File: src/multdiv_settings.svh
// Width settings for the RV32M multiply and divide unit
// Operand width, partial product half width and divide step counter width

`ifndef MULTDIV_SETTINGS_SVH
`define MULTDIV_SETTINGS_SVH

// Operand and result width
`define MD_XLEN 32

// Half word used by the 17x17 multiply-accumulate
`define MD_HALF 16

// Counts the 32 compare-subtract steps of the divider
`define MD_CNT_W 5

`endif

File: src/multdiv_pkg.sv
// Shared types of the multiply and divide unit
// Opcode enum in funct3 order and the step enums of both sequencers

package multdiv_pkg;

  // RV32M opcodes, values follow funct3
  typedef enum logic [2:0] {
    MD_OP_MUL    = 3'd0,
    MD_OP_MULH   = 3'd1,
    MD_OP_MULHSU = 3'd2,
    MD_OP_MULHU  = 3'd3,
    MD_OP_DIV    = 3'd4,
    MD_OP_DIVU   = 3'd5,
    MD_OP_REM    = 3'd6,
    MD_OP_REMU   = 3'd7
  } md_op_e;

  // Partial product steps of the multiplier
  typedef enum logic [1:0] {
    ALBL, ALBH, AHBL, AHBH
  } mult_state_e;

  // Long division steps
  typedef enum logic [2:0] {
    DIV_IDLE, DIV_ABS_A, DIV_ABS_B, DIV_COMP, DIV_LAST, DIV_CHANGE_SIGN, DIV_FINISH
  } div_state_e;

endpackage

File: src/multdiv_mac.sv
// Multi-cycle multiplier built on one signed 17x17 multiply-accumulate
// Steps through AL*BL, AL*BH, AH*BL and AH*BH

`timescale 1ns/1ps
`include "multdiv_settings.svh"

module multdiv_mac (
  input  logic                clk_i,
  input  logic                rst_ni,
  input  logic                start_i,
  input  logic                high_part_i,
  input  logic                sign_a_i,
  input  logic                sign_b_i,
  input  logic [`MD_XLEN-1:0] op_a_i,
  input  logic [`MD_XLEN-1:0] op_b_i,
  input  logic                ack_i,
  output logic                done_o,
  output logic [`MD_XLEN-1:0] result_o
);

  multdiv_pkg::mult_state_e state_q;
  multdiv_pkg::mult_state_e state_d;
  logic                     done_q;
  logic                     step;
  logic                     last_step;
  logic                     signed_mult;

  logic [`MD_HALF-1:0]      mul_op_a;
  logic [`MD_HALF-1:0]      mul_op_b;
  logic                     mul_sign_a;
  logic                     mul_sign_b;
  logic [2*`MD_HALF+1:0]    accum;
  logic [2*`MD_HALF+1:0]    acc_q;
  logic [2*`MD_HALF+1:0]    acc_d;
  logic signed [2*`MD_HALF+1:0] mac_res;

  // Top two bits of the full 35-bit sum always match, so 34 bits are enough
  assign mac_res = $signed({mul_sign_a, mul_op_a}) * $signed({mul_sign_b, mul_op_b})
                 + $signed(accum);

  assign signed_mult = sign_a_i | sign_b_i;

  // Idle in ALBL until started, then one step per cycle until done
  assign step = ~done_q & ((state_q != multdiv_pkg::ALBL) | start_i);

  always_comb begin
    mul_op_a   = op_a_i[`MD_HALF-1:0];
    mul_op_b   = op_b_i[`MD_HALF-1:0];
    mul_sign_a = 1'b0;
    mul_sign_b = 1'b0;
    accum      = acc_q;
    acc_d      = mac_res;
    state_d    = state_q;
    last_step  = 1'b0;

    case (state_q)
      multdiv_pkg::ALBL: begin
        accum   = '0;
        state_d = multdiv_pkg::ALBH;
      end

      multdiv_pkg::ALBH: begin
        mul_op_b   = op_b_i[`MD_XLEN-1:`MD_HALF];
        mul_sign_b = sign_b_i & op_b_i[`MD_XLEN-1];
        // AL*BL is unsigned and has no carry out of bit 31
        accum      = {{(`MD_HALF+2){1'b0}}, acc_q[`MD_XLEN-1:`MD_HALF]};
        if (!high_part_i) begin
          acc_d = {2'b00, mac_res[`MD_HALF-1:0], acc_q[`MD_HALF-1:0]};
        end
        state_d    = multdiv_pkg::AHBL;
      end

      multdiv_pkg::AHBL: begin
        mul_op_a   = op_a_i[`MD_XLEN-1:`MD_HALF];
        mul_sign_a = sign_a_i & op_a_i[`MD_XLEN-1];
        if (!high_part_i) begin
          // Low word done, bits 15:0 were kept from the first step
          accum     = {{(`MD_HALF+2){1'b0}}, acc_q[`MD_XLEN-1:`MD_HALF]};
          acc_d     = {2'b00, mac_res[`MD_HALF-1:0], acc_q[`MD_HALF-1:0]};
          last_step = 1'b1;
        end else begin
          state_d = multdiv_pkg::AHBH;
        end
      end

      multdiv_pkg::AHBH: begin
        mul_op_a   = op_a_i[`MD_XLEN-1:`MD_HALF];
        mul_op_b   = op_b_i[`MD_XLEN-1:`MD_HALF];
        mul_sign_a = sign_a_i & op_a_i[`MD_XLEN-1];
        mul_sign_b = sign_b_i & op_b_i[`MD_XLEN-1];
        // Shift the running sum down by a half word, extending its sign
        accum      = {{`MD_HALF{signed_mult & acc_q[2*`MD_HALF+1]}},
                      acc_q[2*`MD_HALF+1:`MD_HALF]};
        last_step  = 1'b1;
      end

      default: begin
        state_d = multdiv_pkg::ALBL;
      end
    endcase
  end

  // The last step keeps its state until the result is acknowledged
  always_ff @(posedge clk_i or negedge rst_ni) begin
    if (!rst_ni) begin
      state_q <= multdiv_pkg::ALBL;
      done_q  <= 1'b0;
    end else if (done_q) begin
      if (ack_i) begin
        done_q  <= 1'b0;
        state_q <= multdiv_pkg::ALBL;
      end
    end else if (step) begin
      state_q <= state_d;
      done_q  <= last_step;
    end
  end

  always_ff @(posedge clk_i) begin
    if (step) begin
      acc_q <= acc_d;
    end
  end

  assign done_o   = done_q;
  assign result_o = acc_q[`MD_XLEN-1:0];

endmodule

File: src/multdiv_divider.sv
// Restoring long-division sequencer for DIV, DIVU, REM and REMU
// Owns a 33-bit subtractor for absolute values, compare-subtract and negation

`timescale 1ns/1ps
`include "multdiv_settings.svh"

module multdiv_divider (
  input  logic                clk_i,
  input  logic                rst_ni,
  input  logic                start_i,
  input  logic                want_rem_i,
  input  logic                sign_a_i,
  input  logic                sign_b_i,
  input  logic [`MD_XLEN-1:0] op_a_i,
  input  logic [`MD_XLEN-1:0] op_b_i,
  input  logic                ack_i,
  output logic                done_o,
  output logic [`MD_XLEN-1:0] result_o
);

  multdiv_pkg::div_state_e state_q;
  multdiv_pkg::div_state_e state_d;
  logic [`MD_CNT_W-1:0]    cnt_q;
  logic [`MD_CNT_W-1:0]    cnt_d;

  logic [`MD_XLEN-1:0]     num_q;
  logic [`MD_XLEN-1:0]     num_d;
  logic [`MD_XLEN-1:0]     den_q;
  logic [`MD_XLEN-1:0]     den_d;
  logic [`MD_XLEN-1:0]     quo_q;
  logic [`MD_XLEN-1:0]     quo_d;
  logic [`MD_XLEN-1:0]     rem_q;
  logic [`MD_XLEN-1:0]     rem_d;

  logic [`MD_XLEN-1:0]     sub_a;
  logic [`MD_XLEN-1:0]     sub_b;
  logic [`MD_XLEN:0]       sub_res;
  logic                    is_greater_equal;
  logic [`MD_XLEN-1:0]     next_rem;
  logic [`MD_XLEN-1:0]     next_quo;
  logic [`MD_XLEN-1:0]     one_shift;

  logic                    b_zero;
  logic                    div_sign_a;
  logic                    div_sign_b;
  logic                    div_change_sign;
  logic                    rem_change_sign;

  // Borrow out of bit 32 means the remainder is below the divisor
  assign sub_res          = {1'b0, sub_a} - {1'b0, sub_b};
  assign is_greater_equal = ~sub_res[`MD_XLEN];

  assign one_shift = `MD_XLEN'(1) << cnt_q;
  assign next_rem  = is_greater_equal ? sub_res[`MD_XLEN-1:0] : rem_q;
  assign next_quo  = is_greater_equal ? (quo_q | one_shift) : quo_q;

  assign b_zero          = ~|op_b_i;
  assign div_sign_a      = sign_a_i & op_a_i[`MD_XLEN-1];
  assign div_sign_b      = sign_b_i & op_b_i[`MD_XLEN-1];
  assign div_change_sign = (div_sign_a ^ div_sign_b) & ~b_zero;
  // Remainder follows the sign of the dividend
  assign rem_change_sign = div_sign_a;

  always_comb begin
    state_d = state_q;
    cnt_d   = cnt_q;
    num_d   = num_q;
    den_d   = den_q;
    quo_d   = quo_q;
    rem_d   = rem_q;
    sub_a   = rem_q;
    sub_b   = den_q;

    case (state_q)
      multdiv_pkg::DIV_IDLE: begin
        if (start_i) begin
          // Preload the divide-by-zero answer, used only when b is zero
          rem_d   = want_rem_i ? op_a_i : '1;
          state_d = b_zero ? multdiv_pkg::DIV_FINISH : multdiv_pkg::DIV_ABS_A;
        end
      end

      multdiv_pkg::DIV_ABS_A: begin
        sub_a   = '0;
        sub_b   = op_a_i;
        num_d   = div_sign_a ? sub_res[`MD_XLEN-1:0] : op_a_i;
        quo_d   = '0;
        state_d = multdiv_pkg::DIV_ABS_B;
      end

      multdiv_pkg::DIV_ABS_B: begin
        sub_a   = '0;
        sub_b   = op_b_i;
        den_d   = div_sign_b ? sub_res[`MD_XLEN-1:0] : op_b_i;
        rem_d   = {{(`MD_XLEN-1){1'b0}}, num_q[`MD_XLEN-1]};
        cnt_d   = '1;
        state_d = multdiv_pkg::DIV_COMP;
      end

      multdiv_pkg::DIV_COMP: begin
        cnt_d   = cnt_q - 1'b1;
        // Shift the next numerator bit into the remainder
        rem_d   = {next_rem[`MD_XLEN-2:0], num_q[cnt_d]};
        quo_d   = next_quo;
        state_d = (cnt_q == `MD_CNT_W'(1)) ? multdiv_pkg::DIV_LAST : multdiv_pkg::DIV_COMP;
      end

      multdiv_pkg::DIV_LAST: begin
        // Bit 0 step, the remainder register now carries the wanted result
        rem_d   = want_rem_i ? next_rem : next_quo;
        quo_d   = next_quo;
        state_d = multdiv_pkg::DIV_CHANGE_SIGN;
      end

      multdiv_pkg::DIV_CHANGE_SIGN: begin
        sub_a = '0;
        sub_b = rem_q;
        if (want_rem_i ? rem_change_sign : div_change_sign) begin
          rem_d = sub_res[`MD_XLEN-1:0];
        end
        state_d = multdiv_pkg::DIV_FINISH;
      end

      multdiv_pkg::DIV_FINISH: begin
        // Hold the result until it is taken
        if (ack_i) begin
          state_d = multdiv_pkg::DIV_IDLE;
        end
      end

      default: begin
        state_d = multdiv_pkg::DIV_IDLE;
      end
    endcase
  end

  always_ff @(posedge clk_i or negedge rst_ni) begin
    if (!rst_ni) begin
      state_q <= multdiv_pkg::DIV_IDLE;
      cnt_q   <= '0;
    end else begin
      state_q <= state_d;
      cnt_q   <= cnt_d;
    end
  end

  always_ff @(posedge clk_i) begin
    num_q <= num_d;
    den_q <= den_d;
    quo_q <= quo_d;
    rem_q <= rem_d;
  end

  assign done_o   = (state_q == multdiv_pkg::DIV_FINISH);
  assign result_o = rem_q;

endmodule

File: src/multdiv_top.sv
// Top level of the RV32M multiply and divide unit
// Request capture, opcode decode, start pulse and result handshake

`timescale 1ns/1ps
`include "multdiv_settings.svh"

module multdiv_top (
  input  logic                clk_i,
  input  logic                rst_ni,
  input  logic                req_valid_i,
  output logic                req_ready_o,
  input  multdiv_pkg::md_op_e op_i,
  input  logic [`MD_XLEN-1:0] op_a_i,
  input  logic [`MD_XLEN-1:0] op_b_i,
  output logic                result_valid_o,
  input  logic                result_ready_i,
  output logic [`MD_XLEN-1:0] result_o
);

  logic                busy_q;
  logic                start_q;
  logic                accept;
  logic                result_taken;
  multdiv_pkg::md_op_e op_q;
  logic [`MD_XLEN-1:0] a_q;
  logic [`MD_XLEN-1:0] b_q;

  logic                sign_a;
  logic                sign_b;
  logic                div_sel;
  logic                high_part;
  logic                want_rem;

  logic                mult_start;
  logic                div_start;
  logic                mult_done;
  logic                div_done;
  logic [`MD_XLEN-1:0] mult_result;
  logic [`MD_XLEN-1:0] div_result;

  // One request in flight, ready again once the result is taken
  assign req_ready_o  = ~busy_q;
  assign accept       = req_valid_i & req_ready_o;
  assign result_taken = result_valid_o & result_ready_i;

  always_ff @(posedge clk_i or negedge rst_ni) begin
    if (!rst_ni) begin
      busy_q  <= 1'b0;
      start_q <= 1'b0;
      op_q    <= multdiv_pkg::MD_OP_MUL;
    end else begin
      start_q <= accept;
      if (accept) begin
        busy_q <= 1'b1;
        op_q   <= op_i;
      end else if (result_taken) begin
        busy_q <= 1'b0;
      end
    end
  end

  always_ff @(posedge clk_i) begin
    if (accept) begin
      a_q <= op_a_i;
      b_q <= op_b_i;
    end
  end

  // Sign modes and unit choice
  always_comb begin
    sign_a    = 1'b0;
    sign_b    = 1'b0;
    div_sel   = 1'b0;
    high_part = 1'b0;
    want_rem  = 1'b0;
    case (op_q)
      multdiv_pkg::MD_OP_MULH: begin
        sign_a    = 1'b1;
        sign_b    = 1'b1;
        high_part = 1'b1;
      end
      multdiv_pkg::MD_OP_MULHSU: begin
        sign_a    = 1'b1;
        high_part = 1'b1;
      end
      multdiv_pkg::MD_OP_MULHU: begin
        high_part = 1'b1;
      end
      multdiv_pkg::MD_OP_DIV: begin
        sign_a  = 1'b1;
        sign_b  = 1'b1;
        div_sel = 1'b1;
      end
      multdiv_pkg::MD_OP_DIVU: begin
        div_sel = 1'b1;
      end
      multdiv_pkg::MD_OP_REM: begin
        sign_a   = 1'b1;
        sign_b   = 1'b1;
        div_sel  = 1'b1;
        want_rem = 1'b1;
      end
      multdiv_pkg::MD_OP_REMU: begin
        div_sel  = 1'b1;
        want_rem = 1'b1;
      end
      default: ;
    endcase
  end

  // Start pulse goes to exactly one unit
  assign mult_start = start_q & ~div_sel;
  assign div_start  = start_q & div_sel;

  multdiv_mac u_mac (
    .clk_i       (clk_i),
    .rst_ni      (rst_ni),
    .start_i     (mult_start),
    .high_part_i (high_part),
    .sign_a_i    (sign_a),
    .sign_b_i    (sign_b),
    .op_a_i      (a_q),
    .op_b_i      (b_q),
    .ack_i       (result_ready_i),
    .done_o      (mult_done),
    .result_o    (mult_result)
  );

  multdiv_divider u_div (
    .clk_i      (clk_i),
    .rst_ni     (rst_ni),
    .start_i    (div_start),
    .want_rem_i (want_rem),
    .sign_a_i   (sign_a),
    .sign_b_i   (sign_b),
    .op_a_i     (a_q),
    .op_b_i     (b_q),
    .ack_i      (result_ready_i),
    .done_o     (div_done),
    .result_o   (div_result)
  );

  assign result_valid_o = div_sel ? div_done : mult_done;
  assign result_o       = div_sel ? div_result : mult_result;

endmodule

File: config.mk
export PLATFORM = sky130hd
export DESIGN_NAME = multdiv_top
export DESIGN_NICKNAME = d
export VERILOG_FILES = /design/src/multdiv_pkg.sv /design/src/multdiv_mac.sv /design/src/multdiv_divider.sv /design/src/multdiv_top.sv
export VERILOG_INCLUDE_DIRS = /design/src /design/src/src
export SDC_FILE = /design/constraint.sdc
export NUM_CORES = 2
export LEC_CHECK = 0
export BUFFER_PORTS_ARGS = -buffer_cell sky130_fd_sc_hd__buf_2
export CORE_UTILIZATION = 50
export CTS_BUF_LIST = sky130_fd_sc_hd__clkbuf_8
export CTS_CLUSTER_DIAMETER = 120
export DETAILED_ROUTE_END_ITERATION = 8
export HOLD_SLACK_MARGIN = 0.1
export PLACE_DENSITY = 0.76
export SLEW_MARGIN = 15
export SYNTH_ARGS = -nofsm -noshare
export SYNTH_HDL_FRONTEND = slang
export SYNTH_SLANG_ARGS = --single-unit
File: constraint.sdc
create_clock -name clk_i -period 9 [get_ports clk_i]
set_input_delay 1.35 -clock clk_i [delete_from_list [all_inputs] [get_ports clk_i]]
set_output_delay 1.35 -clock clk_i [all_outputs]
set_load 0.02 [all_outputs]
==> results.md <==
- The post-CTS setup repair buffer count is 0.
- The post-route clock skew is around 0.091 ns.
- The fraction of final layout cells with drive strength greater than 1 is a little under an eighth.
- TritonCTS built the clock tree.
- The gate count after technology mapping is between 2000 and 3000.
- The area enclosed by the die boundary is approximately 56000 µm².
- Max-cap violations in this run came to 0.
- The filler cells instantiated in the layout total approximately 4800.
- The share of async-settable or async-resettable flops after synthesis is roughly 6.6%.
- The worst hold slack across all endpoints is 0.5618 ns.
- A synthesized cell averages 9.475 µm².
- The count of buffers from port buffering is 104.
- The first global-routing pass estimated 151300 µm of wire.
- Post-CTS repair changed the size of 0 cells.
- The count of hold buffers inserted by post-cts repair is 0.
- The aggregate global-route resource usage is between 30 and 40%.
- For the pin with the worst max-slew slack, the measured transition is about 1.3 ns.
- Along the worst hold path, the cell count comes to 1.
- The total of flip-flops plus latches after synthesis is around 240.
- The buffers plus inverters on the worst setup path is 3.
- In the post-synthesis netlist, the biggest area contributors are sky130_fd_sc_hd__fa_1 25%, sky130_fd_sc_hd__edfxtp_1 25%, sky130_fd_sc_hd__ha_1 6.7%, sky130_fd_sc_hd__inv_1 6.2%, sky130_fd_sc_hd__nand2_1 4.9%.
- The total count of max-transition violations in the final report is 0.
- The post-synthesis instance area is roughly 28000 µm².
- Based on the critical path, the design can be clocked at up to between 100 and 150 MHz.
- The cell with the largest stage delay on the worst path is sky130_fd_sc_hd__mux2i_1.
- The total number of vias is between 20000 and 25000.
- The cell type with the largest total area after synthesis is sky130_fd_sc_hd__fa_1.
- The clock period could shrink to approximately 8 ns.
- The source-to-sink clock delay at the later pin of the worst-skew pair is approximately 0.68 ns.
- Setup violations remaining at the end of the flow were counted as 0.
- The final routed DRC violation total is 0.
- The nature of the critical path startpoint is a flip-flop.
- The number of clock buffers inserted by TritonCTS is 45.
- The number of unique standard cell types used by synthesis is 86.
- The clock passes through at most 3 buffers.
- In this run the most critical hold path is launched from busy_q$_DFFE_PN0P_.
- The count of nets left with antenna violations once routing finished came out at 0.
- Setup repair after global routing left no endpoint under its margin.
- The critical path data arrival time is 8.37 ns.
- Across all register-to-register paths, the minimum setup slack is around 1 ns.
- For this configuration, the core starts out at a cell density of 50.97%.
- The routability-driven placement congestion ratio is 1.064.
- The clock net in this run drives a total of 242 sinks.
- Broken down by cell family, the worst path's largest delay share belongs to adder cells.
- The number of flops mapped to enable cells by yosys is between 200 and 250.
- The initial antenna violation count came to 7.
- Counting every net in the synthesized netlist gives 3471.
- In this design, the critical path's most frequently occurring cell is sky130_fd_sc_hd__fa_1.
- The final number of hold-violating endpoints came to 0.
- The core region area is roughly 54000 µm².
- The detailed placement HPWL is 78630 µm.
- The synthesis warning total is 0.
- The worst slew margin relative to its limit is about an eighth.
- In the final layout, the multi-input gates occupy 18180 µm².
- The wire length reported by the detailed router is approximately 100000 µm.
- The flow ran to the end, and the final reports show no timing, DRC or antenna violations.
- The overall overflow remaining after global route is 0.
- The worst register-to-register path ends at u_mac.acc_q[32]$_DFFE_PP_.
- The post-route setup TNS is 0 ns.
- The hold path endpoint is busy_q$_DFFE_PN0P_.
- The top flip-flop cell by instance count after synthesis is sky130_fd_sc_hd__edfxtp_1.
- The worst setup slack before clock tree synthesis is approximately 1.1 ns.
- The number of placed instances, taps included is 3619.
- The non-filler instance count after layout is between 3000 and 4000.
- Summing all flip-flop and latch instances after layout gives ~7200 µm².
- Measured along the y axis, the die boundary spans 236.9 µm.
- The DRC marker count from the first detailed-route iteration is 3399.
- In the layout the commonest cells are 463 x sky130_fd_sc_hd__inv_1, 356 x sky130_fd_sc_hd__nand2_1, 340 x sky130_fd_sc_hd__fa_1.
- The post-synthesis to final-layout area growth is 7.827%.
- The final layout net count is 3529.
- The worst-case reg-to-reg path depth is 23.
- Row generation in the floorplan step produced 85 rows.
- The via count of the first global-routing pass came to ~24000.
- Setup slack closes at 0.9802 ns.
- The worst reg2reg path startpoint is u_mac.state_q[0]$_DFFE_PN0P_.
- The root cell of the clock tree is sky130_fd_sc_hd__clkbuf_8.
- Of the available clock period, the critical path in the final layout requires roughly nine tenths.
- The required time of the critical path is just over 9 ns.
- After detailed routing, the average wire length per cell comes to roughly 27 µm.
- The die is 236.9 µm wide.
- After clock tree synthesis, the clock-pin slew on the worst setup and hold paths is approximately 0.070 ns.
- Walking the worst path, the cells encountered are ha_1 -> nor2_2 -> buf_4 -> mux2i_1 -> nor2_1 -> fa_1 -> fa_1 -> fa_1 -> fa_1 -> fa_1 -> inv_1 -> fa_1 -> inv_1 -> ha_1 -> or2_2 -> and2_1 -> o211ai_1 -> o21ai_0 -> o31ai_1 -> a21oi_1 -> a31oi_1 -> xor2_1 -> nor2_1.
- For this run, the slowest stage of the critical path takes 1.01 ns.
- The number of I/O pins is ~110.
- The area share of the largest cell type after synthesis is roughly a quarter.
- The worst setup path is of the reg2reg kind.
- The class of the worst hold path is reg2reg.
- Summing the sequential cell areas from Yosys gives a little over a quarter of the chip area.
- The capturing element type of the critical path is a flip-flop.
- The first-pass iteration count of the detailed router is 7.
- Of all nets on the critical path, the largest fanout is 16.
- The total number of H-tree levels is 2.
- Entering global routing, the biggest net connects between 60 and 70 pins.
- The most common cell after layout, fill and taps aside is sky130_fd_sc_hd__inv_1.
- In the routed layout, each cell is associated on average with a via count of around 6.4.
## worst max-delay path by stage
stage	slack, ns	startpoint	cells after the start	to
after floorplan	0.32	u_mac.state_q[1]$_DFFE_PN0P_	29	u_mac.acc_q[33]$_DFFE_PP_
after global placement	1.26	u_mac.state_q[1]$_DFFE_PN0P_	27	u_mac.acc_q[33]$_DFFE_PP_
after detailed placement	1.14	u_mac.state_q[1]$_DFFE_PN0P_	26	u_mac.acc_q[33]$_DFFE_PP_
after CTS	1.10	u_mac.state_q[1]$_DFFE_PN0P_	26	u_mac.acc_q[33]$_DFFE_PP_
after global routing	0.58	u_mac.state_q[1]$_DFFE_PN0P_	27	u_mac.acc_q[25]$_DFFE_PP_
final	0.98	u_mac.state_q[0]$_DFFE_PN0P_	23	u_mac.acc_q[32]$_DFFE_PP_
## worst reg2reg max path: stages, from the launching register on
cell and delay (ns):
sky130_fd_sc_hd__dfrtp_1 0.43, sky130_fd_sc_hd__ha_1 0.33, sky130_fd_sc_hd__nor2_2 0.13, sky130_fd_sc_hd__buf_4 0.26
sky130_fd_sc_hd__mux2i_1 1.03, sky130_fd_sc_hd__nor2_1 0.17, sky130_fd_sc_hd__fa_1 0.59, sky130_fd_sc_hd__fa_1 0.60
sky130_fd_sc_hd__fa_1 0.46, sky130_fd_sc_hd__fa_1 0.49, sky130_fd_sc_hd__fa_1 0.51, sky130_fd_sc_hd__inv_1 0.05
sky130_fd_sc_hd__fa_1 0.50, sky130_fd_sc_hd__inv_1 0.05, sky130_fd_sc_hd__ha_1 0.34, sky130_fd_sc_hd__or2_2 0.32
sky130_fd_sc_hd__and2_1 0.17, sky130_fd_sc_hd__o211ai_1 0.17, sky130_fd_sc_hd__o21ai_0 0.15, sky130_fd_sc_hd__o31ai_1 0.34
sky130_fd_sc_hd__a21oi_1 0.19, sky130_fd_sc_hd__a31oi_1 0.24, sky130_fd_sc_hd__xor2_1 0.18, sky130_fd_sc_hd__nor2_1 0.06
## flip-flops by register name, indices dropped and copies added, names as in the netlist, 2 cells and up
register	count
a_q	32
b_q	32
op_q	3
u_div.cnt_q	5
u_div.den_q	32
u_div.num_q	32
u_div.quo_q	32
u_div.result_o	32
u_div.state_q	3
u_mac.acc_q	34
u_mac.state_q	2
## synth_stat cells (16+ instances only)
library cell,count
sky130_fd_sc_hd__a21oi_1,131
sky130_fd_sc_hd__a31oi_1,27
sky130_fd_sc_hd__o211ai_1,16
sky130_fd_sc_hd__inv_1,453
sky130_fd_sc_hd__nand2b_1,18
sky130_fd_sc_hd__mux2_2,72
sky130_fd_sc_hd__a21o_1,24
sky130_fd_sc_hd__nand3_1,20
sky130_fd_sc_hd__o221ai_1,30
sky130_fd_sc_hd__edfxtp_1,226
sky130_fd_sc_hd__dfrtp_1,16
sky130_fd_sc_hd__mux2i_1,40
sky130_fd_sc_hd__xor2_1,31
sky130_fd_sc_hd__ha_1,148
sky130_fd_sc_hd__a221oi_1,22
sky130_fd_sc_hd__nor3_1,21
sky130_fd_sc_hd__o22ai_1,34
sky130_fd_sc_hd__nor2_1,237
sky130_fd_sc_hd__fa_1,340
sky130_fd_sc_hd__o21ai_0,154
sky130_fd_sc_hd__xnor2_1,44
sky130_fd_sc_hd__and2_1,55
sky130_fd_sc_hd__a22oi_1,22
sky130_fd_sc_hd__or2_2,20
sky130_fd_sc_hd__nor2b_1,16
sky130_fd_sc_hd__clkbuf_1,110
sky130_fd_sc_hd__nand2_1,358
## stage by stage
stage               cell area, µm²  utilization, %
finish                       29750           54.96
global route                 29750           54.95
CTS                          29740           54.95
detailed placement           28840           53.27
global placement             28840           53.27
floorplan                    27590               -
## final cells by class
| class | instances | share of cell area [%] |
|---|---|---|
| antenna | 3 | 0.02523 |
| clock buffer | 47 | 2.174 |
| clock inverter | 34 | 0.8706 |
| inverter | 454 | 5.728 |
| multi-input combinational | 2074 | 61.12 |
| sequential | 242 | 24.17 |
| tap | 696 | 2.927 |
| timing repair buffer | 153 | 2.986 |
## cells by family (layout without fill, tap and decap cells)
| family | Yosys count | count (layout) | synth area share, % |
|---|---|---|---|
| fa+ha+maj | 488 | 488 | 31.38 |
| xor+xnor | 76 | 76 | 2.440 |
| compound gates | 589 | 589 | 13.98 |
| flops | 242 | 242 | 26.05 |
| buf+inv | 596 | 688 | 8.249 |
| mux | 127 | 127 | 5.410 |
| other cells | 0 | 3 | 0 |
| simple gates | 794 | 794 | 12.50 |
## per-layer routing
metal	track usage (%)	wire, µm
met1	49.26	38860
met2	53.28	42590
met3	11.18	13960
met4	19.05	6330
met5	0	8
Power is not shown: default switching activity piles up to over one toggle a cycle in this logic, so the estimate is an artifact.
